File: config.mk
export PLATFORM = sky130hd
export DESIGN_NAME = fpuAddSF
export DESIGN_NICKNAME = d
export VERILOG_FILES = /design/src/common/fpuVecPkg.sv /design/src/fpuVec/fpuAddSF.sv
export SDC_FILE = /design/constraint.sdc
export NUM_CORES = 1
export LEC_CHECK = 0
export BUFFER_PORTS_ARGS = -buffer_cell sky130_fd_sc_hd__clkbuf_2
export CORE_MARGIN = 4
export CORE_UTILIZATION = 45
export DETAILED_ROUTE_END_ITERATION = 10
export HOLD_SLACK_MARGIN = 0.06
export PLACE_DENSITY = 0.72
export SYNTH_ARGS = -nofsm -noshare
export SYNTH_HDL_FRONTEND = slang
export SYNTH_SLANG_ARGS = --single-unit
File: constraint.sdc
create_clock -name clock -period 34.3 [get_ports clock]
set_clock_uncertainty 0.05 [all_clocks]
set_input_delay 3.43 -clock clock [delete_from_list [all_inputs] [get_ports clock]]
set_output_delay 3.43 -clock clock [all_outputs]
set_load 0.02 [all_outputs]
File: src/common/fpuVecPkg.sv
// ==============================
// shared types and constants for the four-lane SIMD FPU
// operation and format codes, the 64-bit register word seen as
// singles or halves, the shuffle control and the issue/result
// bundles exchanged with the execute stage
// modules take these by a wildcard import in their header
// ==============================

package fpuVecPkg;

	// lane count is fixed by the 64-bit word of four halves
	localparam int vecLanes = 4;

	// issue to result, in enabled clock edges
	localparam int vecLatency = 2;

	// quiet NaN patterns produced for any NaN or infinity input
	localparam logic [31:0] fpCanonNaN = 32'h7FC0_0000;
	localparam logic [15:0] fpHalfCanonNaN = 16'h7E00;

	typedef enum logic [1:0]
	{
		opAdd = 2'd0,
		opSub = 2'd1,
		opMul = 2'd2
	} vecOpT;

	typedef enum logic
	{
		fmtSingle = 1'b0,
		fmtHalf = 1'b1
	} vecFmtT;

	// one register word, read as two singles or four halves
	// element 0 sits in the low bits in both views
	typedef union packed
	{
		logic [1:0][31:0] sf;
		logic [3:0][15:0] hf;
	} vecWordT;

	typedef logic [1:0] laneSelT;

	// sel[i] names the source lane for destination lane i
	typedef struct packed
	{
		logic en;
		laneSelT [vecLanes-1:0] sel;
	} shuffleT;

	typedef struct packed
	{
		logic valid;
		vecOpT op;
		vecFmtT fmt;
		shuffleT shufRs;
		shuffleT shufRt;
	} vecIssueT;

	// in half format lo and hi carry the same word
	typedef struct packed
	{
		logic valid;
		vecWordT lo;
		vecWordT hi;
	} vecResultT;

endpackage

File: src/fpuVec/fpuAddSF.sv
// ==============================
// two-stage single-precision add/subtract for one lane
// stage one swaps by magnitude and aligns the smaller operand,
// stage two adds, normalizes and truncates toward zero
// hold freezes both stages; sub negates b
// ==============================

`timescale 1ns/1ps

module fpuAddSF import fpuVecPkg::*;
(
	input logic clock,
	input logic rst,
	input logic hold,
	input logic [31:0] a,
	input logic [31:0] b,
	input logic sub,
	output logic [31:0] sum
);

	logic [31:0] bEff;
	logic [30:0] aMag;
	logic [30:0] bMag;
	logic [30:0] xMag;
	logic [30:0] yMag;
	logic aLarger;
	logic special;
	logic [7:0] expDiff;
	logic [26:0] mantX;
	logic [26:0] mantY;

	// stage one registers
	logic nan1;
	logic opDiff1;
	logic sign1;
	logic [7:0] exp1;
	logic [26:0] mantX1;
	logic [26:0] mantY1;

	// stage two datapath
	logic [27:0] rawSum;
	logic [4:0] lz;
	logic [26:0] normShift;
	logic signed [9:0] expNorm;
	logic [22:0] mantOut;
	logic [31:0] sumNext;

	function automatic logic [4:0] lzc27(input logic [26:0] v);
		logic [4:0] n;
		logic found;
		n = 5'd0;
		found = 1'b0;
		for (int i = 26; i >= 0; i--)
		begin
			if (v[i])
				found = 1'b1;
			else if (!found)
				n = n + 5'd1;
		end
		return n;
	endfunction

	assign bEff = {b[31] ^ sub, b[30:0]};
	assign special = (a[30:23] == 8'hFF) || (b[30:23] == 8'hFF);

	// denormals flush, so a zero exponent means a zero magnitude
	assign aMag = (a[30:23] == 8'd0) ? 31'd0 : a[30:0];
	assign bMag = (b[30:23] == 8'd0) ? 31'd0 : b[30:0];
	assign aLarger = aMag >= bMag;
	assign xMag = aLarger ? aMag : bMag;
	assign yMag = aLarger ? bMag : aMag;

	// hidden bit on top, three guard bits below
	assign mantX = {xMag[30:23] != 8'd0, xMag[22:0], 3'b000};
	assign mantY = {yMag[30:23] != 8'd0, yMag[22:0], 3'b000};
	assign expDiff = xMag[30:23] - yMag[30:23];

	always_ff @(posedge clock)
	begin
		if (rst)
		begin
			nan1 <= 1'b0;
			opDiff1 <= 1'b0;
		end
		else if (!hold)
		begin
			nan1 <= special;
			opDiff1 <= a[31] ^ bEff[31];
		end
	end

	always_ff @(posedge clock)
	begin
		if (!hold)
		begin
			sign1 <= aLarger ? a[31] : bEff[31];
			exp1 <= xMag[30:23];
			mantX1 <= mantX;
			// bits shifted out are simply lost
			mantY1 <= (expDiff > 8'd26) ? 27'd0 : (mantY >> expDiff);
		end
	end

	// x is never smaller than the aligned y, so no negative result
	assign rawSum = opDiff1 ? ({1'b0, mantX1} - {1'b0, mantY1}) :
		({1'b0, mantX1} + {1'b0, mantY1});
	assign lz = lzc27(rawSum[26:0]);
	assign normShift = rawSum[26:0] << lz;

	always_comb
	begin
		if (rawSum[27])
		begin
			expNorm = $signed({2'b00, exp1}) + 10'sd1;
			mantOut = rawSum[26:4];
		end
		else
		begin
			expNorm = $signed({2'b00, exp1}) - $signed({5'd0, lz});
			mantOut = normShift[25:3];
		end

		if (nan1)
			sumNext = fpCanonNaN;
		else if (rawSum == 28'd0)
			sumNext = 32'd0;
		else if (expNorm <= 0)
			sumNext = {sign1, 31'd0};
		else if (expNorm >= 255)
			sumNext = {sign1, 8'hFF, 23'd0};
		else
			sumNext = {sign1, expNorm[7:0], mantOut};
	end

	always_ff @(posedge clock)
	begin
		if (!hold)
			sum <= sumNext;
	end

endmodule

Word level (Yosys, flattened, before mapping)
Cells that the tools add are included.
{ "totals": {"ff_bits": 94, "input_bits": 68, "out_inout_bits": 32, "word_cells": 148} }
{ "classes": {"addsub": 31, "order_cmp": 4, "eq_ne": 2, "shifts": 2, "mux": 90, "bitwise_logic": 2, "n_reduce_logical": 8} }
{ "ops": {"columns": ["op", "n"], "rows": [
  ["5-bit 2-to-1 mux", 52],
  ["31-bit 2-to-1 mux", 7],
  ["5-bit by 1-bit adder with 5-bit output (second input constant)", 26],
  ["31-bit greater-or-equal comparator", 1],
  ["27-bit by 27-bit adder with 28-bit output", 1],
  ["28-bit logical NOT", 1],
  ["1-bit 2-to-1 mux", 28],
  ["28-bit 2-to-1 mux", 1],
  ["27-bit by 27-bit subtractor with 28-bit output", 1],
  ["27-bit by 5-bit left shift with 26-bit output", 1],
  ["27-bit by 8-bit >> shifter with 27-bit output", 1],
  ["23-bit 2-to-1 mux", 1],
  ["8-bit equality test (second input constant)", 2],
  ["8-bit logical NOT", 2],
  ["8-bit nonzero test", 2],
  ["10-bit by 9-bit greater-or-equal comparator with 1-bit output (second input constant)", 1],
  ["10-bit by 1-bit <= comparator with 1-bit output (second input constant)", 1],
  ["10-bit 2-to-1 mux", 1],
  ["8-bit by 1-bit adder with 9-bit output (second input constant)", 1],
  ["8-bit by 5-bit subtractor with 9-bit output", 1],
  ["8-bit by 5-bit greater-than comparator with 1-bit output (second input constant)", 1],
  ["8-bit subtractor", 1],
  ["4-bit OR reduction", 1],
  ["2-bit OR reduction", 1],
  ["other kinds (2)", 3]
]} }

Logic depth before layout (Yosys ltp)
Gate-level depths: netlist (run 1).
{ "depth": {"word_depth": 87, "mapped_depth": 112, "ltp_nobuf": 109} }

Worst setup path after synthesis (run 1)
OpenSTA, ideal clock, no wires.
{ "synth_timing": {"path_kind": "register -> register", "start": "reg mantX1[3]", "end": "reg sum[17], data pin", "setup_ns": 0.275, "arrival_time_ns": 20.969, "required_ns": 33.975, "path_slack_ns": 13.006, "path_stages_with_launch": 110, "n_path_buf": 3, "synth_period_minus_slack_ns": 21.294, "cell_sequence": "edfxtp_1 -> ha_1 -> fa_1 -> nor2b_1 -> o311a_1 -> o31a_2 -> o21ai_2 -> nand3_1 -> and4_1 -> or2_2 -> a21o_1 -> inv_1 -> ha_1 -> o21a_1 -> ha_1 -> nand3_1 -> nand2_1 -> o21a_1 -> [... 74 more ...] -> a211oi_1 -> a21oi_1 -> a21oi_1 -> clkbuf_1 -> ha_1 -> nor2b_1 -> o21ai_0 -> nand2b_1 -> a21o_1 -> a211oi_1 -> nor3b_1 -> a31oi_1 -> xnor2_1 -> o41ai_1 -> nor2_1 -> nand2_1 -> clkbuf_1 -> o221ai_1"} }
{ "synth_via": {"elab_chain_cells": 85, "elab_cells_between_ends": 116, "classes_between": "add/sub (29); order compare (2); shift (1); mux (82); reduce/logical (2)"} }
{ "synth_rtl": {"columns": ["item", "line", "rtl"], "rows": [
  ["start: declaration", "fpuAddSF.sv:37", "logic [26:0] mantX1;"],
  ["start signal: assignment", "fpuAddSF.sv:98", "mantX1 <= mantX;"],
  ["27-bit by 27-bit adder with 28-bit output or 27-bit by 27-bit subtractor with 28-bit output (tied branches)", "fpuAddSF.sv:106, fpuAddSF.sv:105", null],
  ["28-bit 2-to-1 mux *", "fpuAddSF.sv:105", "assign rawSum = opDiff1 ? ({1'b0, mantX1} - {1'b0, mantY1}) :"],
  ["1-bit 2-to-1 mux", "fpuAddSF.sv:55", "if (v[i])"],
  ["5-bit by 1-bit adder with 5-bit output", "fpuAddSF.sv:58", "n = n + 5'd1;"],
  ["5-bit 2-to-1 mux", "fpuAddSF.sv:57", "else if (!found)"],
  ["5-bit 2-to-1 mux", "fpuAddSF.sv:55", null],
  ["5-bit by 1-bit adder with 5-bit output", "fpuAddSF.sv:58", null],
  ["5-bit 2-to-1 mux", "fpuAddSF.sv:57", null],
  ["[... 69 more ...]", null, null],
  ["5-bit 2-to-1 mux", "fpuAddSF.sv:55", null],
  ["5-bit by 1-bit adder with 5-bit output", "fpuAddSF.sv:58", null],
  ["5-bit 2-to-1 mux", "fpuAddSF.sv:57", null],
  ["5-bit 2-to-1 mux", "fpuAddSF.sv:55", null],
  ["8-bit by 5-bit subtractor with 9-bit output", "fpuAddSF.sv:119", "expNorm = $signed({2'b00, exp1}) - $signed({5'd0, lz});"],
  ["10-bit 2-to-1 mux", "fpuAddSF.sv:112", "if (rawSum[27])"],
  ["10-bit by 1-bit <= comparator with 1-bit output or 10-bit by 9-bit greater-or-equal comparator with 1-bit output (tied branches)", "fpuAddSF.sv:127, fpuAddSF.sv:129", null],
  ["4-bit OR reduction (no line)", null, null],
  ["end signal: assignment", "fpuAddSF.sv:138", "sum <= sumNext;"],
  ["end: declaration", "fpuAddSF.sv:18", "output logic [31:0] sum"]
]} }
Mark *: on every way between the ends. The rest lies on a longest branch, timed or not.
A chain may end at the register's enable or synchronous reset.

Worst setup path in the final report (run 1)
{ "layout_timing": {"start": "reg mantX1[6]", "end": "reg sum[16], data pin"} }
The elaborated chain is that of the path after synthesis.

==> results of run 1 <==
[cells in the final DEF (no fill, tap or decap), drive strengths merged, types with 50 or more instances in the layout]
cell and n:
a21oi 117, clkbuf 108, edfxtp 92, ha 111, inv 117, mux2i 105, nand2 253, nand3 70
nor2 181, nor3 59, o21ai 137, xnor2 50
[final timing paths]
| kind | startpoint | to | slack (ns) | cells after the start |
|---|---|---|---|---|
| worst max-delay path | mantX1[6]$_DFFE_PN_ | sum[16]$_SDFFCE_PP0N_ | 9.34 | 103 |
| worst min-delay path | nan1$_SDFFE_PP0N_ | nan1$_SDFFE_PP0N_ | 0.55 | 2 |
| worst min register to register | nan1$_SDFFE_PP0N_ | nan1$_SDFFE_PP0N_ | 0.55 | 2 |
| worst max register to register | mantX1[6]$_DFFE_PN_ | sum[16]$_SDFFCE_PP0N_ | 9.34 | 103 |
[layout make-up]
cell class	count	area (um2)
clock buffer	9	225
clock inverter	7	72.6
fill	3333	17100
inverter	117	440
multi-input combinational	1709	11800
sequential	94	2800
tap	448	561
timing repair buffer	125	691
[critical path: cells and delay by family, from the launching register on]
family | cells | cell delay [ns]
compound gates | 34 | 8.01
xor+xnor | 5 | 1.75
fa+ha+maj | 24 | 7.40
buf+inv | 5 | 0.61
flops | 1 | 0.40
mux | 8 | 1.90
simple gates | 27 | 4.54
[registers in the layout, indices dropped and copies added, names as in the netlist]
signal / flops
nan1: 1
sign1: 1
exp1: 8
mantY1: 27
sum: 32
mantX1: 24
opDiff1: 1
[layer usage]
metal | GRT usage, % | wire length, um | up-vias
met3 | 2.02 | 3000 | 122
met1 | 33.5 | 21200 | 7382
met4 | 10.6 | 2320 | 0
met2 | 42.5 | 22900 | 655
met5 | 0 | 0 | -
li1 | - | - | 7550
[cells by family (layout without fill, tap and decap cells)]
logic type / Yosys count / count (layout) / synth area share [%]
buffers and inverters: 227 / 258 / 5.79
and+or+nand+nor: 814 / 814 / 26.5
DFF: 94 / 94 / 18.1
muxes: 144 / 144 / 9.65
AOI/OAI and AO/OA: 547 / 547 / 23.9
adders and majority gates: 117 / 117 / 9.49
xor gates and xnor gates: 87 / 87 / 6.53
[power by group]
| group | internal, uW | total, uW | leakage, uW | switching, uW |
|---|---|---|---|---|
| logic | 245 | 695 | 0.00593 | 450 |
| clock network | 51.5 | 101 | 0.000143 | 49.3 |
| registers | 159 | 170 | 0.000911 | 11.1 |
[per-stage QoR]
stage	utilization (%)	hold slack, ns	area, um2	worst slack (ns)
after floorplan	-	0.459	15500	13.01
after global placement	48.5	0.534	16300	10.84
after detailed placement	48.5	0.539	16300	9.75
after CTS	49.3	0.549	16600	9.72
after global routing	49.3	0.618	16600	7.53
final	49.3	0.552	16600	9.34
==> run metrics, run 1 <==
post_cts resized 0; total global-route track usage 25.2%; Final Instance Count excl. Fillers 2509; Congestion Overflow GR 0; most used cell, CP ha_1; number of global-route vias before repair 14.7k; worst-path maximum fanout 34; cells after synthesis 2030; H-tree depth 3; ys async rst share 0%; Final TNS setup 0 ns; fraction of layout instances using a drive strength above 1 12.6%; antenna fix cells 0; outcome finished clean; post-route clock period utilization 72.8%; Cell variety after synth 109; WP data arrival 24.98 ns; CP max-delay cell o41ai_1; Synth area leader edfxtp_1; number of setup buffers added after CTS 0; drt drc 0; ranking of synthesized cells by area edfxtp_1 18%, ha_1 9.0%, mux2i_1 6.8%, nand2_1 6.1%, nor2_1 4.3%; drt initial violations 1591; Layout area overhead 7.46%; CTS tree yes; first-pass GRT wire length 79200 um; Final min period 24.96 ns; number of flops mapped to enable cells by yosys 92; Peak VDD IR 26.8 uV; Routed Antenna Nets 0; critical path required time 34.32 ns; leakage 0.00698 uW; Slew @ Worst Pin 1.13 ns; vias 15.7k; drt total wl 49400 um; largest net degree at the start of global routing 101; total I/O pin count 100; cts hold-fix bufs 0; # port buffers 99; Starting Density 45.9%; slowest cell delay on critical path 1.03 ns; Reg clk slew, reported paths 0.08 ns; routability cong. 1.02; count leader, synth nand2_1; total power 965 uW; unrepaired setup endpoints after global routing no; Primary FF master, synth edfxtp_1; Mapped Avg Cell Area 7.62 um2; CTS buffer count 9; Die W 193 um; Synth Register Bits 94; WS Path Type reg -> reg; Avg WL per Cell 19.7 um; clock root buffer clkbuf_16; top cells by count, synth 253 x nand2_1, 178 x nor2_1, 128 x o21ai_0, 115 x a21oi_1, 112 x inv_1; Critical Path Source Type flip-flop; fin nets 2237; Syn Nets 2211; Setup crit end kind flip-flop; Core Area 0.0337 mm2; final setup fails 0; initial antenna violation count 0; Initial DRT Pass Iterations 7; number of warnings issued by yosys 0; Final Max Tran Viols 0; PwrDens 58.0 mW/mm2; Synth Cell Area 0.0155 mm2; hpwl dp 40100 um; sequential area share after synthesis 18.1%; post-synth top area share 17.9%; type of the tightest min-delay check reg -> reg; Max-Cap Viols 0; slew margin rel. 23.5%; worst skew pair latency 0.36 ns; die height 193 um; Fmax 40.1 MHz; die area 0.0374 mm2; FP Rows 67; TritonCTS Sinks 94; post-DR vias/cell 6.26; Clock Path Buffers 2; placed cells 2493; Hold Fails Final Rpt 0
No activity file was read; power rests on OpenSTA's default activity.
==> run 2, diff against run 1 <==
PLACE_DENSITY = 0.75   (was 0.72)
clock period = 21 ns   (was 34.3 ns; I/O delays follow)
==> run 2 against run 1 <==
Utilization is 3.4 points higher. Global-route usage is 0.48 points higher. Routed wire length is 4.4% higher. Power is 86% higher. Count of clock-buffer cells in the layout stayed put. Hold slack better by 0.028 ns. Sequential power is 65% higher. First-iteration DRC count is 5.6% lower. Sequential share of layout area is 1.1 points lower. Cell count is 3.5% higher. Largest power group unchanged.
==> run metrics, run 2 (same netlist as run 1, synthesis figures left out) <==
outcome finished clean (unchanged); total I/O pin count 100 (unchanged); slowest cell delay on critical path 0.52 ns (was 1.03 ns); WS Path Type reg -> reg (unchanged); commonest non-fill, non-tap cell in the layout nand2_1 (unchanged); largest net degree at the start of global routing 77 (was 101); area of the multi-input gates 0.0123 mm2 (was 0.0118 mm2); WP buf/inv 9 (was 5); drt total wl 51600 um (was 49400 um); Flop pwr share 15.6% (was 17.6%); initial antenna violation count 0 (unchanged); fraction of layout instances using a drive strength above 1 19.5% (was 12.6%); Setup crit end kind flip-flop (unchanged); most frequent cells in the layout 246 x nand2_1, 176 x nor2_1, 123 x o21ai_0 (was 253 x nand2_1, 178 x nor2_1, 128 x o21ai_0); WP data arrival 20.89 ns (was 24.98 ns); H-tree depth 3 (unchanged); worst-path maximum fanout 6 (was 34); Fmax 47.9 MHz (was 40.1 MHz); TritonCTS Sinks 94 (unchanged); hpwl dp 41200 um (was 40100 um); # port buffers 99 (unchanged); total global-route track usage 25.7% (was 25.2%); Critical Path Source Type flip-flop (unchanged); PwrDens 101 mW/mm2 (was 58.0 mW/mm2); unrepaired setup endpoints after global routing yes (was no); P_int 889 uW (was 455 uW); Hold Fails Final Rpt 0 (unchanged); post-route clock period utilization 99.3% (was 72.8%); final setup fails 0 (unchanged); type of the tightest min-delay check reg -> reg (unchanged); fin nets 2325 (was 2237); post-DR vias/cell 6.20 (was 6.26); Avg WL per Cell 19.9 um (was 19.7 um); Initial DRT Pass Iterations 6 (was 7); placed inst area 0.0168 mm2 (was 0.0163 mm2); final instance area 0.0178 mm2 (was 0.0166 mm2); routability cong. 1.03 (was 1.02); slew margin rel. 31.9% (was 23.5%); number of global-route vias before repair 15.4k (was 14.7k); drt drc 0 (unchanged); Layout area overhead 15.0% (was 7.46%); CP max-delay cell or4_1 (was o41ai_1); FP Rows 67 (unchanged); combinational power share 74.4% (was 72.0%); CTS tree yes (unchanged); Reg clk slew, reported paths 0.08 ns (about the same); sw frac 50.4% (was 52.9%); Final min period 20.86 ns (was 24.96 ns); critical path required time 21.03 ns (was 34.32 ns); antenna fix cells 0 (unchanged); die area 0.0374 mm2 (unchanged); vias 16.1k (was 15.7k); Routed Antenna Nets 0 (unchanged); Final TNS setup 0 ns (unchanged); Die W 193 um (unchanged); CP Launch Point mantX1[7]$_DFFE_PN_ (was mantX1[6]$_DFFE_PN_); Psw 903 uW (was 510 uW); Layout Utilization 52.8% (was 49.3%); Peak VDD IR 42.5 uV (was 26.8 uV); first-pass GRT wire length 80500 um (was 79200 um); Congestion Overflow GR 0 (unchanged); Clock power frac 10.0% (was 10.4%); drt initial violations 1502 (was 1591); Core Area 0.0337 mm2 (unchanged); worst skew pair latency 0.35 ns (was 0.36 ns); register area 0.00280 mm2 (unchanged); Starting Density 45.9% (unchanged); CTS buffer count 9 (unchanged); Top Family by Delay on Critical Path adder cells (was compound AO/OA/AOI/OAI gates); largest registers sum x32, mantY1 x27, mantX1 x24 (unchanged); clock root buffer clkbuf_16 (unchanged); leakage 0.00752 uW (was 0.00698 uW); Worst Hold Launch sign1$_DFFE_PN_ (was nan1$_SDFFE_PP0N_); Clock Path Buffers 2 (unchanged); Final Max Tran Viols 0 (unchanged); cts hold-fix bufs 0 (unchanged); Reg with most FFs sum (unchanged); fill count 3221 (was 3333); most used cell, CP ha_1 (unchanged); Slew @ Worst Pin 1.01 ns (was 1.13 ns); max reg flops 32 (unchanged); Reg2Reg Launch Point mantX1[7]$_DFFE_PN_ (was mantX1[6]$_DFFE_PN_); die height 193 um (unchanged); Max-Cap Viols 0 (unchanged)
-- run 2: cell types whose count changed in the layout (fill, tap and decap cells not counted), sizes merged --
| cell | change |
|---|---|
| buf | +88 |
| bufinv | +2 |
| clkinv | -2 |
| clkinvlp | +1 |
| inv | -1 |
-- run 2: area by class of cell --
cell class / instances / area share [%]
Multi-Input combinational cell: 1709 / 69.1
Inverter: 117 / 2.50
Timing Repair Buffer: 213 / 7.64
Clock inverter: 7 / 0.584
Clock buffer: 9 / 1.27
Sequential cell: 94 / 15.8
Tap cell: 448 / 3.15
-- run 2: routing by layer --
layer	share of wire [%]	wire, um	global-route usage (%)
met1	41	21100	32.5
met3	6.2	3220	2.63
met4	4.8	2450	11.1
met2	48	24800	44.7
met5	0	0	0
-- run 2: what timing repair did --
action                                  4_1_cts  5_1_grt
endpoints found under the setup margin       27       31
pin swaps                                     3       80
resized for setup                            11       88
buffers inserted                              4       27
gates cloned                                  0        1
-- run 2: stage by stage --
stage	instances	setup slack, ns	total power [uW]	hold WS (ns)
3_5_place_dp	2549	-0.722	1440	0.549
6_report	2597	0.141	1790	0.580
3_3_place_gp	2549	0.231	1420	0.525
4_1_cts	2569	0.00568	1630	0.588
2_1_floorplan	2030	0.107	1090	0.459
5_1_grt	2597	-0.654	1910	0.642
-- run 2: worst paths after layout --
path | slack (ns) | cells after the start | end
worst max-delay path | 0.14 | 110 | sum[16]$_SDFFCE_PP0N_
worst min-delay path | 0.58 | 1 | sum[31]$_SDFFCE_PP0N_
worst max register to register | 0.14 | 110 | sum[16]$_SDFFCE_PP0N_
worst min register to register | 0.58 | 1 | sum[31]$_SDFFCE_PP0N_
-- run 2: power by group through the flow --
| stage | Clock (uW) | Sequential, uW | Combinational [uW] |
|---|---|---|---|
| 2_1_floorplan | 0 | 307 | 782 |
| 3_3_place_gp | 0 | 281 | 1140 |
| 4_1_cts | 182 | 280 | 1170 |
| 5_1_grt | 189 | 283 | 1440 |
| 6_report | 179 | 280 | 1330 |
| 3_5_place_dp | 0 | 284 | 1150 |
